<file path="config.mk">
export PLATFORM = sky130hd
export DESIGN_NAME = l2_write_path
export DESIGN_NICKNAME = d
export VERILOG_FILES = /design/src/rtl/l2_write_pkg.sv /design/src/rtl/l2_write_path.sv /design/src/rtl/write_arbiter.sv /design/src/rtl/write_buffer.sv
export SDC_FILE = /design/constraint.sdc
export NUM_CORES = 1
export LEC_CHECK = 0
export BUFFER_PORTS_ARGS = -buffer_cell sky130_fd_sc_hd__buf_2
export CAP_MARGIN = 20
export CORE_UTILIZATION = 60
export DETAILED_ROUTE_END_ITERATION = 12
export PLACE_DENSITY = 0.85
export REMOVE_ABC_BUFFERS = 1
export SETUP_SLACK_MARGIN = 0.5
export SLEW_MARGIN = 10
export SYNTH_ARGS = -nofsm -noshare
export SYNTH_HDL_FRONTEND = slang
export SYNTH_SLANG_ARGS = --single-unit
</file>
<file path="constraint.sdc">
create_clock -name clk -period 25.4 [get_ports clk]
set_input_delay 5.08 -clock clk [delete_from_list [all_inputs] [get_ports clk]]
set_output_delay 5.08 -clock clk [all_outputs]
set_load 0.005 [all_outputs]
</file>
<file path="src/rtl/l2_write_pkg.sv">
package l2_write_pkg;

    // Line geometry.
    localparam int word_bits    = 32;
    localparam int offset_width = 2;                     // log2 of words per line.
    localparam int line_words   = 1 << offset_width;
    localparam int line_bits    = line_words * word_bits;

    // Burst encoding on the memory port.
    localparam int len_width = 8;
    localparam logic [len_width-1:0] burst_len_line   = len_width'(line_words - 1);
    localparam logic [len_width-1:0] burst_len_single = '0;
    localparam logic [3:0]           strb_all         = 4'hF;

    // Same 32-bit address, seen either raw or split into line, word and byte.
    typedef union packed {
        logic [31:0] raw;
        struct packed {
            logic [31-offset_width-2:0] line;
            logic [offset_width-1:0]    word;
            logic [1:0]                 byte_sel;
        } fld;
    } l2_addr_t;

endpackage

</file>
<file path="src/rtl/l2_write_path.sv">
`timescale 1ns/1ps

module l2_write_path
    import l2_write_pkg::*;
#(
    parameter int depth = 2
) (
    input  logic                 clk,
    input  logic                 rstn,

    // Cache write requests.
    input  logic [31:0]          addr,
    input  logic [line_bits-1:0] line_data,
    input  logic                 req,
    input  logic                 dma_sign,
    input  logic [3:0]           dma_wstrb,
    output logic                 addr_ok,

    // Memory write port.
    output logic [31:0]          mem_waddr,
    output logic [word_bits-1:0] mem_wdata,
    output logic [3:0]           mem_wstrb,
    output logic [len_width-1:0] mem_len,
    output logic                 mem_wvalid,
    output logic                 mem_wlast,
    output logic                 mem_bready,
    input  logic                 mem_waddr_ok,
    input  logic                 mem_wready,
    input  logic                 mem_bvalid
);

    logic [31:0]          buf_addr;
    logic [line_bits-1:0] buf_data;
    logic                 buf_req;
    logic                 buf_addr_ok;
    logic [31:0]          buf_waddr;
    logic [word_bits-1:0] buf_wdata;
    logic                 buf_wvalid;
    logic                 buf_wlast;
    logic                 buf_bready;
    logic                 buf_waddr_ok;
    logic                 buf_wready;
    logic                 buf_bvalid;
    logic                 wrt_lock;

    write_arbiter i_arbiter (
        .clk, .rstn,
        .addr, .line_data, .req, .dma_sign, .dma_wstrb, .addr_ok,
        .buf_addr, .buf_data, .buf_req, .buf_addr_ok,
        .buf_waddr, .buf_wdata, .buf_wvalid, .buf_wlast, .buf_bready,
        .buf_waddr_ok, .buf_wready, .buf_bvalid, .wrt_lock,
        .mem_waddr, .mem_wdata, .mem_wstrb, .mem_len,
        .mem_wvalid, .mem_wlast, .mem_bready,
        .mem_waddr_ok, .mem_wready, .mem_bvalid,
        .dma_lock ()                          // No read path here.
    );

    write_buffer #(
        .depth (depth)
    ) i_buffer (
        .clk, .rstn,
        .buf_addr, .buf_data, .buf_req, .buf_addr_ok,
        .buf_waddr, .buf_wdata, .buf_wvalid, .buf_waddr_ok,
        .buf_wready, .buf_wlast, .buf_bvalid, .buf_bready,
        .wrt_lock
    );

endmodule

</file>
<file path="src/rtl/write_arbiter.sv">
`timescale 1ns/1ps

module write_arbiter
    import l2_write_pkg::*;
(
    input  logic                 clk,
    input  logic                 rstn,

    // Cache side.
    input  logic [31:0]          addr,
    input  logic [line_bits-1:0] line_data,
    input  logic                 req,
    input  logic                 dma_sign,
    input  logic [3:0]           dma_wstrb,
    output logic                 addr_ok,

    // Buffer fill.
    output logic [31:0]          buf_addr,
    output logic [line_bits-1:0] buf_data,
    output logic                 buf_req,
    input  logic                 buf_addr_ok,

    // Buffer drain.
    input  logic [31:0]          buf_waddr,
    input  logic [word_bits-1:0] buf_wdata,
    input  logic                 buf_wvalid,
    input  logic                 buf_wlast,
    input  logic                 buf_bready,
    output logic                 buf_waddr_ok,
    output logic                 buf_wready,
    output logic                 buf_bvalid,
    input  logic                 wrt_lock,

    // Memory port.
    output logic [31:0]          mem_waddr,
    output logic [word_bits-1:0] mem_wdata,
    output logic [3:0]           mem_wstrb,
    output logic [len_width-1:0] mem_len,
    output logic                 mem_wvalid,
    output logic                 mem_wlast,
    output logic                 mem_bready,
    input  logic                 mem_waddr_ok,
    input  logic                 mem_wready,
    input  logic                 mem_bvalid,

    output logic                 dma_lock
);

    localparam logic [2:0] IDLE   = 3'd0;
    localparam logic [2:0] WRT_W  = 3'd1;
    localparam logic [2:0] DMA_AW = 3'd2;
    localparam logic [2:0] DMA_W  = 3'd3;
    localparam logic [2:0] DMA_R  = 3'd4;

    logic [2:0] state;
    logic [2:0] state_nxt;
    logic       in_dma;

    always_ff @(posedge clk or negedge rstn) begin
        if (!rstn) begin
            state <= IDLE;
        end else begin
            state <= state_nxt;
        end
    end

    always_comb begin
        state_nxt = state;
        case (state)
            IDLE: begin
                if (req && !dma_sign) begin
                    state_nxt = WRT_W;
                end else if (req && !wrt_lock) begin
                    state_nxt = DMA_AW;     // Uncached waits for an empty buffer.
                end
            end
            WRT_W:   if (buf_addr_ok) state_nxt = IDLE;
            DMA_AW:  if (mem_waddr_ok) state_nxt = DMA_W;
            DMA_W:   if (mem_wready) state_nxt = DMA_R;
            DMA_R:   if (mem_bvalid) state_nxt = IDLE;
            default: state_nxt = IDLE;
        endcase
    end

    assign in_dma   = (state == DMA_AW) || (state == DMA_W) || (state == DMA_R);
    assign dma_lock = in_dma;

    // Fill path is only open in WRT_W.
    assign buf_addr = addr;
    assign buf_data = line_data;
    assign buf_req  = (state == WRT_W) & req;

    always_comb begin
        addr_ok = 1'b0;
        if (state == WRT_W) begin
            addr_ok = buf_addr_ok;
        end else if (state == DMA_R) begin
            addr_ok = mem_bvalid;             // Done with the write response.
        end
    end

    always_comb begin
        // Buffer owns the port outside the DMA states.
        mem_waddr    = buf_waddr;
        mem_wdata    = buf_wdata;
        mem_wstrb    = strb_all;
        mem_len      = burst_len_line;
        mem_wvalid   = buf_wvalid;
        mem_wlast    = buf_wlast;
        mem_bready   = buf_bready;
        buf_waddr_ok = mem_waddr_ok;
        buf_wready   = mem_wready;
        buf_bvalid   = mem_bvalid;
        if (in_dma) begin
            mem_waddr    = addr;
            mem_wdata    = line_data[word_bits-1:0];
            mem_wstrb    = dma_wstrb;
            mem_len      = burst_len_single;
            mem_wvalid   = (state != DMA_R);
            mem_wlast    = (state == DMA_W);
            mem_bready   = (state == DMA_R);
            buf_waddr_ok = 1'b0;
            buf_wready   = 1'b0;
            buf_bvalid   = 1'b0;
        end
    end

endmodule

</file>
<file path="src/rtl/write_buffer.sv">
`timescale 1ns/1ps

module write_buffer
    import l2_write_pkg::*;
#(
    parameter int depth = 2
) (
    input  logic                 clk,
    input  logic                 rstn,

    // Fill side from the arbiter.
    input  logic [31:0]          buf_addr,
    input  logic [line_bits-1:0] buf_data,
    input  logic                 buf_req,
    output logic                 buf_addr_ok,

    // Drain side toward the memory port.
    output logic [31:0]          buf_waddr,
    output logic [word_bits-1:0] buf_wdata,
    output logic                 buf_wvalid,
    input  logic                 buf_waddr_ok,
    input  logic                 buf_wready,
    output logic                 buf_wlast,
    input  logic                 buf_bvalid,
    output logic                 buf_bready,

    output logic                 wrt_lock
);

    localparam int ptr_w = (depth > 1) ? $clog2(depth) : 1;
    localparam int cnt_w = $clog2(depth + 1);

    localparam logic [1:0] s_addr = 2'd0;
    localparam logic [1:0] s_data = 2'd1;
    localparam logic [1:0] s_resp = 2'd2;

    logic [31:0]             addr_mem [depth];
    logic [line_bits-1:0]    data_mem [depth];

    logic [ptr_w-1:0]        wr_ptr;
    logic [ptr_w-1:0]        rd_ptr;
    logic [cnt_w-1:0]        count;
    logic [1:0]              state;
    logic [1:0]              state_nxt;
    logic [offset_width-1:0] beat;
    logic                    full;
    logic                    not_empty;
    logic                    push;
    logic                    pop;
    l2_addr_t                beat_addr;

    assign full      = (count == cnt_w'(depth));
    assign not_empty = (count != '0);

    assign buf_addr_ok = buf_req & ~full;
    assign push        = buf_req & ~full;
    assign pop         = (state == s_resp) & buf_bvalid;   // Entry leaves after its response.

    always_ff @(posedge clk) begin
        if (push) begin
            addr_mem[wr_ptr] <= buf_addr;
            data_mem[wr_ptr] <= buf_data;
        end
    end

    always_ff @(posedge clk or negedge rstn) begin
        if (!rstn) begin
            wr_ptr <= '0;
            rd_ptr <= '0;
            count  <= '0;
            state  <= s_addr;
            beat   <= '0;
        end else begin
            state <= state_nxt;
            if (push) begin
                wr_ptr <= (wr_ptr == ptr_w'(depth - 1)) ? '0 : wr_ptr + 1'b1;
            end
            if (pop) begin
                rd_ptr <= (rd_ptr == ptr_w'(depth - 1)) ? '0 : rd_ptr + 1'b1;
            end
            case ({push, pop})
                2'b10:   count <= count + 1'b1;
                2'b01:   count <= count - 1'b1;
                default: ;
            endcase
            // Wraps back to zero after the last beat.
            if (state == s_data && buf_wready) begin
                beat <= beat + 1'b1;
            end
        end
    end

    always_comb begin
        state_nxt = state;
        case (state)
            s_addr: begin
                if (not_empty && buf_waddr_ok) begin
                    state_nxt = s_data;
                end
            end
            s_data: begin
                if (buf_wready && buf_wlast) begin
                    state_nxt = s_resp;
                end
            end
            s_resp: begin
                if (buf_bvalid) begin
                    state_nxt = s_addr;
                end
            end
            default: state_nxt = s_addr;
        endcase
    end

    // Beat address is the stored line with the word field replaced.
    always_comb begin
        beat_addr              = addr_mem[rd_ptr];
        beat_addr.fld.word     = beat;
        beat_addr.fld.byte_sel = '0;
    end

    assign buf_waddr  = beat_addr.raw;
    assign buf_wdata  = data_mem[rd_ptr][beat*word_bits +: word_bits];
    assign buf_wvalid = (state == s_addr) ? not_empty : (state == s_data);
    assign buf_wlast  = (state == s_data) && (beat == offset_width'(line_words - 1));
    assign buf_bready = (state == s_resp);

    // Held while anything is queued or a burst is still open.
    assign wrt_lock = not_empty || (state != s_addr);

endmodule

</file>
==> results of run 1 <==
[power breakdown]
part,switching (W),total [W],internal (W)
clock,0.000183,0.000425,0.000242
combinational,0.000351,0.000628,0.000277
sequential,0.0000438,0.000734,0.000691
total,0.000578,0.00179,0.00121
[cell usage after synthesis, drive strengths merged (2+ instances only)]
cell type | count | area (um2)
o21ai | 92 | 464
o31ai | 34 | 305
dfrtp | 11 | 275
o22ai | 32 | 200
xnor2 | 5 | 43.8
mux2 | 67 | 754
nor3 | 3 | 15.0
inv | 5 | 18.8
buf | 35 | 303
a22o | 32 | 280
and2 | 2 | 12.5
nor2 | 9 | 33.8
nand2 | 3 | 11.3
nor2b | 8 | 52.6
nand3 | 2 | 10.0
ha | 2 | 25.0
clkbuf | 26 | 97.6
nand4b | 3 | 26.3
nand2b | 11 | 83.8
mux2i | 92 | 921
edfxtp | 312 | 9370
a32oi | 2 | 17.5
[through the flow]
stage	cell area, um2	hold slack, ns	instances	total power, W	worst slack, ns
after floorplan	13000	0.468	744	0.00118	12.95
after global placement	14700	0.534	1277	0.00135	14.75
after detailed placement	14700	0.549	1277	0.00137	14.70
after CTS	15700	0.563	1330	0.00180	14.66
after global routing	15700	0.583	1334	0.00188	14.62
final	15700	0.562	1341	0.00179	14.67
[metal layers]
metal  global-route usage [%]  up-vias
li1                         -     3658
met3                     5.24       61
met4                     8.37        2
met5                        0        -
met1                     30.1     3929
met2                     40.8      338
[kinds of logic (layout without fill, tap and decap cells)]
kind of cell             count (synthesis)  in the layout  synth area share, %
XOR/XNOR                                 6              6                0.392
flip-flops                             323            323                 71.9
multiplexers                           159            159                 12.5
other                                    1             16               0.0280
buffers and inverters                   66            312                 3.12
AO/OA/AOI/OAI                          200            200                 9.92
adder cells (fa/ha/maj)                  2              2                0.187
AND/OR/NAND/NOR                         43             43                 1.97
[worst max-delay path, stage by stage]
cell and delay (ns):
buf_2 0.11, o21ai_0 0.11, o31ai_1 0.16, buf_2 0.19
[area by class of cell]
type,count,area (um2)
inverter,5,18.8
clock inverter,15,125
tap,280,350
clock buffer,38,802
fill,1375,6180
antenna,10,25.0
timing repair buffer,254,1320
multi-input combinational,416,3420
sequential,323,9650
[state kept, by name, summed over array words and instances, names as in the netlist]
signal	cells
i_arbiter.state	3
i_buffer.wr_ptr	1
i_buffer.rd_ptr	1
i_buffer.state	2
i_buffer.data_mem	256
i_buffer.beat	2
i_buffer.addr_mem	56
i_buffer.count	2
[worst max-delay path by stage]
stage | to
floorplan | i_buffer.addr_mem[0][10]
global placement | mem_wdata[30]
detailed placement | mem_wdata[30]
CTS | mem_wdata[16]
global route | mem_wdata[16]
finish | mem_wdata[16]
==> metrics.csv, run 1 <==
metric,value,unit
status,finished clean,
"setup slack, reg-to-reg",21.52,ns
clk_skew,0.00650,ns
M1 WL,10800,um
Final Util,71.8,%
final net count,1204,
Post-synth top flop,edfxtp_1,
via count,7988,
Yosys warning count,0,
sequential share of the synthesized area,71.9,%
crit share post-route,42.3,%
Layout area overhead,17.1,%
HPWL after detailed placement,16800,um
fraction of layout cells with a size suffix above 1,36.4,%
element type at the critical path start,primary input,
met3 wire length,2300,um
Clock Sinks,323,
FMAX,93.2,MHz
Mean Syn Cell Area,16.8,um2
worst min path class,flip-flop to flip-flop,
row cnt,54,
Initial Util,61.3,%
GRT overflow,0,
First-pass DRT Iterations,5,
Hold Crit Endpoint,i_buffer.wr_ptr,
worst r2r path cells,5,
worst setup path startpoint,line_data[16],
CTS Hold Bufs,0,
Syn Inst Count,800,
"commonest non-fill, non-tap cell in the layout",edfxtp_1,
"EDFF count, synth",312,
Total Wirelength,28300,um
Max Cap Viol,0,
Setup crit end kind,output port,
First DRT Iteration DRCs,452,
post-route ant nets,0,
Max clock buf depth,3,
ys async rst share,3.41,%
CTS tree,done,
GRT Util Overall,23.9,%
io pins,251,
data required time of the worst path,20.32,ns
Worst slew margin,29.1,%
antenna violations before repair,8,
Root Driver,clkbuf_16,
final hold vios,0,
height of the die,152,um
hold_sp,i_buffer.wr_ptr,
Worst EP arrival,5.65,ns
CTS Buf Count,31,
Setup CP Type,primary input to output port,
Hold Path Depth,1,
die area,0.0230,mm2
post-route minimum period,10.73,ns
largest net degree at the start of global routing,83,
VDD IR-drop max,0.0000784,V
cts repair resizes,0,
synthesized flop and latch total,323,
Residual DRC,0,
Pins Over Slew Limit,0,
routed len/inst,21.1,um
max layer used,met5,
gpl congestion,0.833,
core box area,0.0219,mm2
H-tree depth,1,
Setup TNS,0,ns
Worst R2R End,i_buffer.addr_mem[1][25],
met2 routed WL,14400,um
Via density,5.96,
first-pass GRT wire length,41300,um
most frequent cells in the layout,"edfxtp_1, buf_2, mux2i_1, mux2_2, o21ai_0",
worst-path maximum fanout,3,
number of buffers added on ports,244,
pwr dens,114,mW/mm2
post-synth cell types,43,
"Cell Area, Synth",0.0134,mm2
die width,152,um
vias in the first global route,7931,
Leak,5.61,nW
clk slew on worst S/H paths,0.06,ns
Slew @ Worst Pin,1.06,ns
endpoints failing setup,0,
"Setup Fix Bufs, Post-CTS",0,
reg-to-reg startpoint,i_arbiter.state[0],
worst skew pair latency,0.54,ns
unrepaired setup endpoints after global routing,false,
Power figures use the tool's default switching activity.
==> inputs of run 2 (changes only) <==
ABC_AREA = 1   (was default)
CORE_UTILIZATION = 55   (was 60)
PLACE_DENSITY = 0.79   (was 0.85)
clock period = 9.9 ns   (was 25.4 ns; I/O delays follow)
==> metrics.csv, run 2 <==
metric,value,unit
Setup CP Type,flip-flop to output port,
Initial Util,56.2,%
met3 Use GR,7.02,%
worst min path class,flip-flop to flip-flop,
GRT overflow,0,
post-synth cell types,30,
placed standard-cell area,0.0146,mm2
Mean Syn Cell Area,12.3,um2
row cnt,56,
Max Cap Viol,0,
FMAX,183,MHz
Max clock buf depth,3,
post-route ant nets,0,
io pins,251,
reg-to-reg startpoint,i_arbiter.state[2],
VDD IR-drop max,0.000249,V
gr busiest metal,met2,
synthesized flop and latch total,323,
first-pass GRT wire length,44100,um
CTS Buf Count,34,
biggest regs,"i_buffer.data_mem: 256 flops, i_buffer.addr_mem: 56 flops, i_arbiter.state: 3 flops",
met2 GRT Util,38.5,%
Setup WS pre-CTS,4.95,ns
largest reg by FF count,i_buffer.data_mem,
core box area,0.0235,mm2
Syn Inst Count,1075,
Final Instance Area,0.0157,mm2
max FFs per register,256,
Slew @ Worst Pin,1.14,ns
antenna violations before repair,9,
endpoints failing setup,0,
Layout area overhead,18.8,%
Synth top area share,70.8,%
final net count,1470,
clk_skew,0.0132,ns
status,finished clean,
H-tree depth,2,
Pins Over Slew Limit,0,
"setup slack, reg-to-reg",7.02,ns
crit share post-route,55.2,%
Post-synth top flop,edfxtp_1,
hold_sp,i_buffer.count[1],
die area,0.0247,mm2
"Cell Area, Synth",0.0132,mm2
Hold Crit Endpoint,i_buffer.count[1],
Final Util,66.7,%
Hold Path Depth,1,
Yosys warning count,0,
sequential share of the synthesized area,72.9,%
ys async rst share,3.41,%
Residual DRC,0,
synth cell count leaders,"edfxtp_1, nand2_1, nor2_1",
biggest area consumer among synthesized cells,edfxtp_1,
routed len/inst,17.6,um
GRT Util Overall,23.4,%
"Setup Fix Bufs, Post-CTS",0,
Worst R2R End,i_buffer.data_mem[1][103],
"commonest non-fill, non-tap cell in the layout",edfxtp_1,
via count,9091,
gpl congestion,0.835,
Setup crit end kind,output port,
setup ws final,4.44,ns
fraction of layout cells with a size suffix above 1,25.2,%
pwr dens,293,mW/mm2
worst-path maximum fanout,80,
most frequent cells in the layout,"edfxtp_1, nand2_1, buf_2, nor2_1, nand3_1",
First-pass DRT Iterations,5,
Clock Sinks,323,
Worst EP arrival,3.48,ns
clk slew on worst S/H paths,0.06,ns
height of the die,157,um
final hold vios,0,
post-route minimum period,5.46,ns
Total Wirelength,28900,um
CTS tree,done,
Root Driver,clkbuf_16,
Leak,5.97,nW
Synth area leaders,"edfxtp_1, nand2_1, nand3_1",
HPWL after detailed placement,16500,um
data required time of the worst path,7.92,ns
First DRT Iteration DRCs,861,
unrepaired setup endpoints after global routing,false,
vias in the first global route,8767,
die width,157,um
worst skew pair latency,0.51,ns
Setup TNS,0,ns
worst setup path startpoint,i_buffer.rd_ptr,
CTS Hold Bufs,0,
most frequent cell after synthesis,edfxtp_1,
Worst slew margin,23.7,%
element type at the critical path start,flip-flop,
"EDFF count, synth",312,
cts repair resizes,0,
worst r2r path cells,4,
Via density,5.53,
largest net degree at the start of global routing,157,
met1 usage,29.3,%
number of buffers added on ports,244,
[run 2: final cells by class]
cell class,count,area [um2]
timing repair buffer,253,1330
multi-input combinational,667,3130
clock buffer,47,963
antenna,3,7.51
inverter,18,70.1
clock inverter,13,160
sequential,323,9650
tap,319,399
fill,1715,7830
[run 2: cells by family after synthesis]
family	count (synthesis)	synth area share, %
fa+ha+maj	2	0.189
flops	323	72.9
xor+xnor	4	0.265
other cells	1	0.0283
simple gates	496	16.2
compound gates	159	6.70
buf+inv	90	3.75
[run 2: how the worst max path moves through the flow]
stage                          endpoint
4_1_cts                   mem_wdata[30]
3_5_place_dp              mem_wdata[30]
6_report                  mem_wdata[26]
3_3_place_gp              mem_wdata[30]
2_1_floorplan  i_buffer.addr_mem[1][10]
5_1_grt                   mem_wdata[21]
[run 2: routing by layer]
metal	vias up	share of wire (%)
met5	-	0.28
met4	12	2.5
met3	79	8.9
met2	365	48
met1	4340	40
li1	4295	-
[run 2: power by group]
part	internal (W)	switching, W
combinational	0.000559	0.00103
clock	0.000783	0.000487
sequential	0.00167	0.0000807
[run 2: per-stage QoR]
step,power (W),instances,hold slack (ns)
floorplan,0.00274,1008,0.463
global placement,0.00331,1578,0.500
detailed placement,0.00335,1579,0.512
CTS,0.00463,1639,0.524
global route,0.00488,1640,0.552
finish,0.00461,1643,0.515
[run 2: worst max-delay path, stage by stage (launching register included)]
cell	delay, ns
dfrtp_4	0.72
inv_4	0.70
buf_4	0.83
nor2_1	0.08
o22ai_1	0.20
nand2_1	0.10
nand3_2	0.11
buf_2	0.12
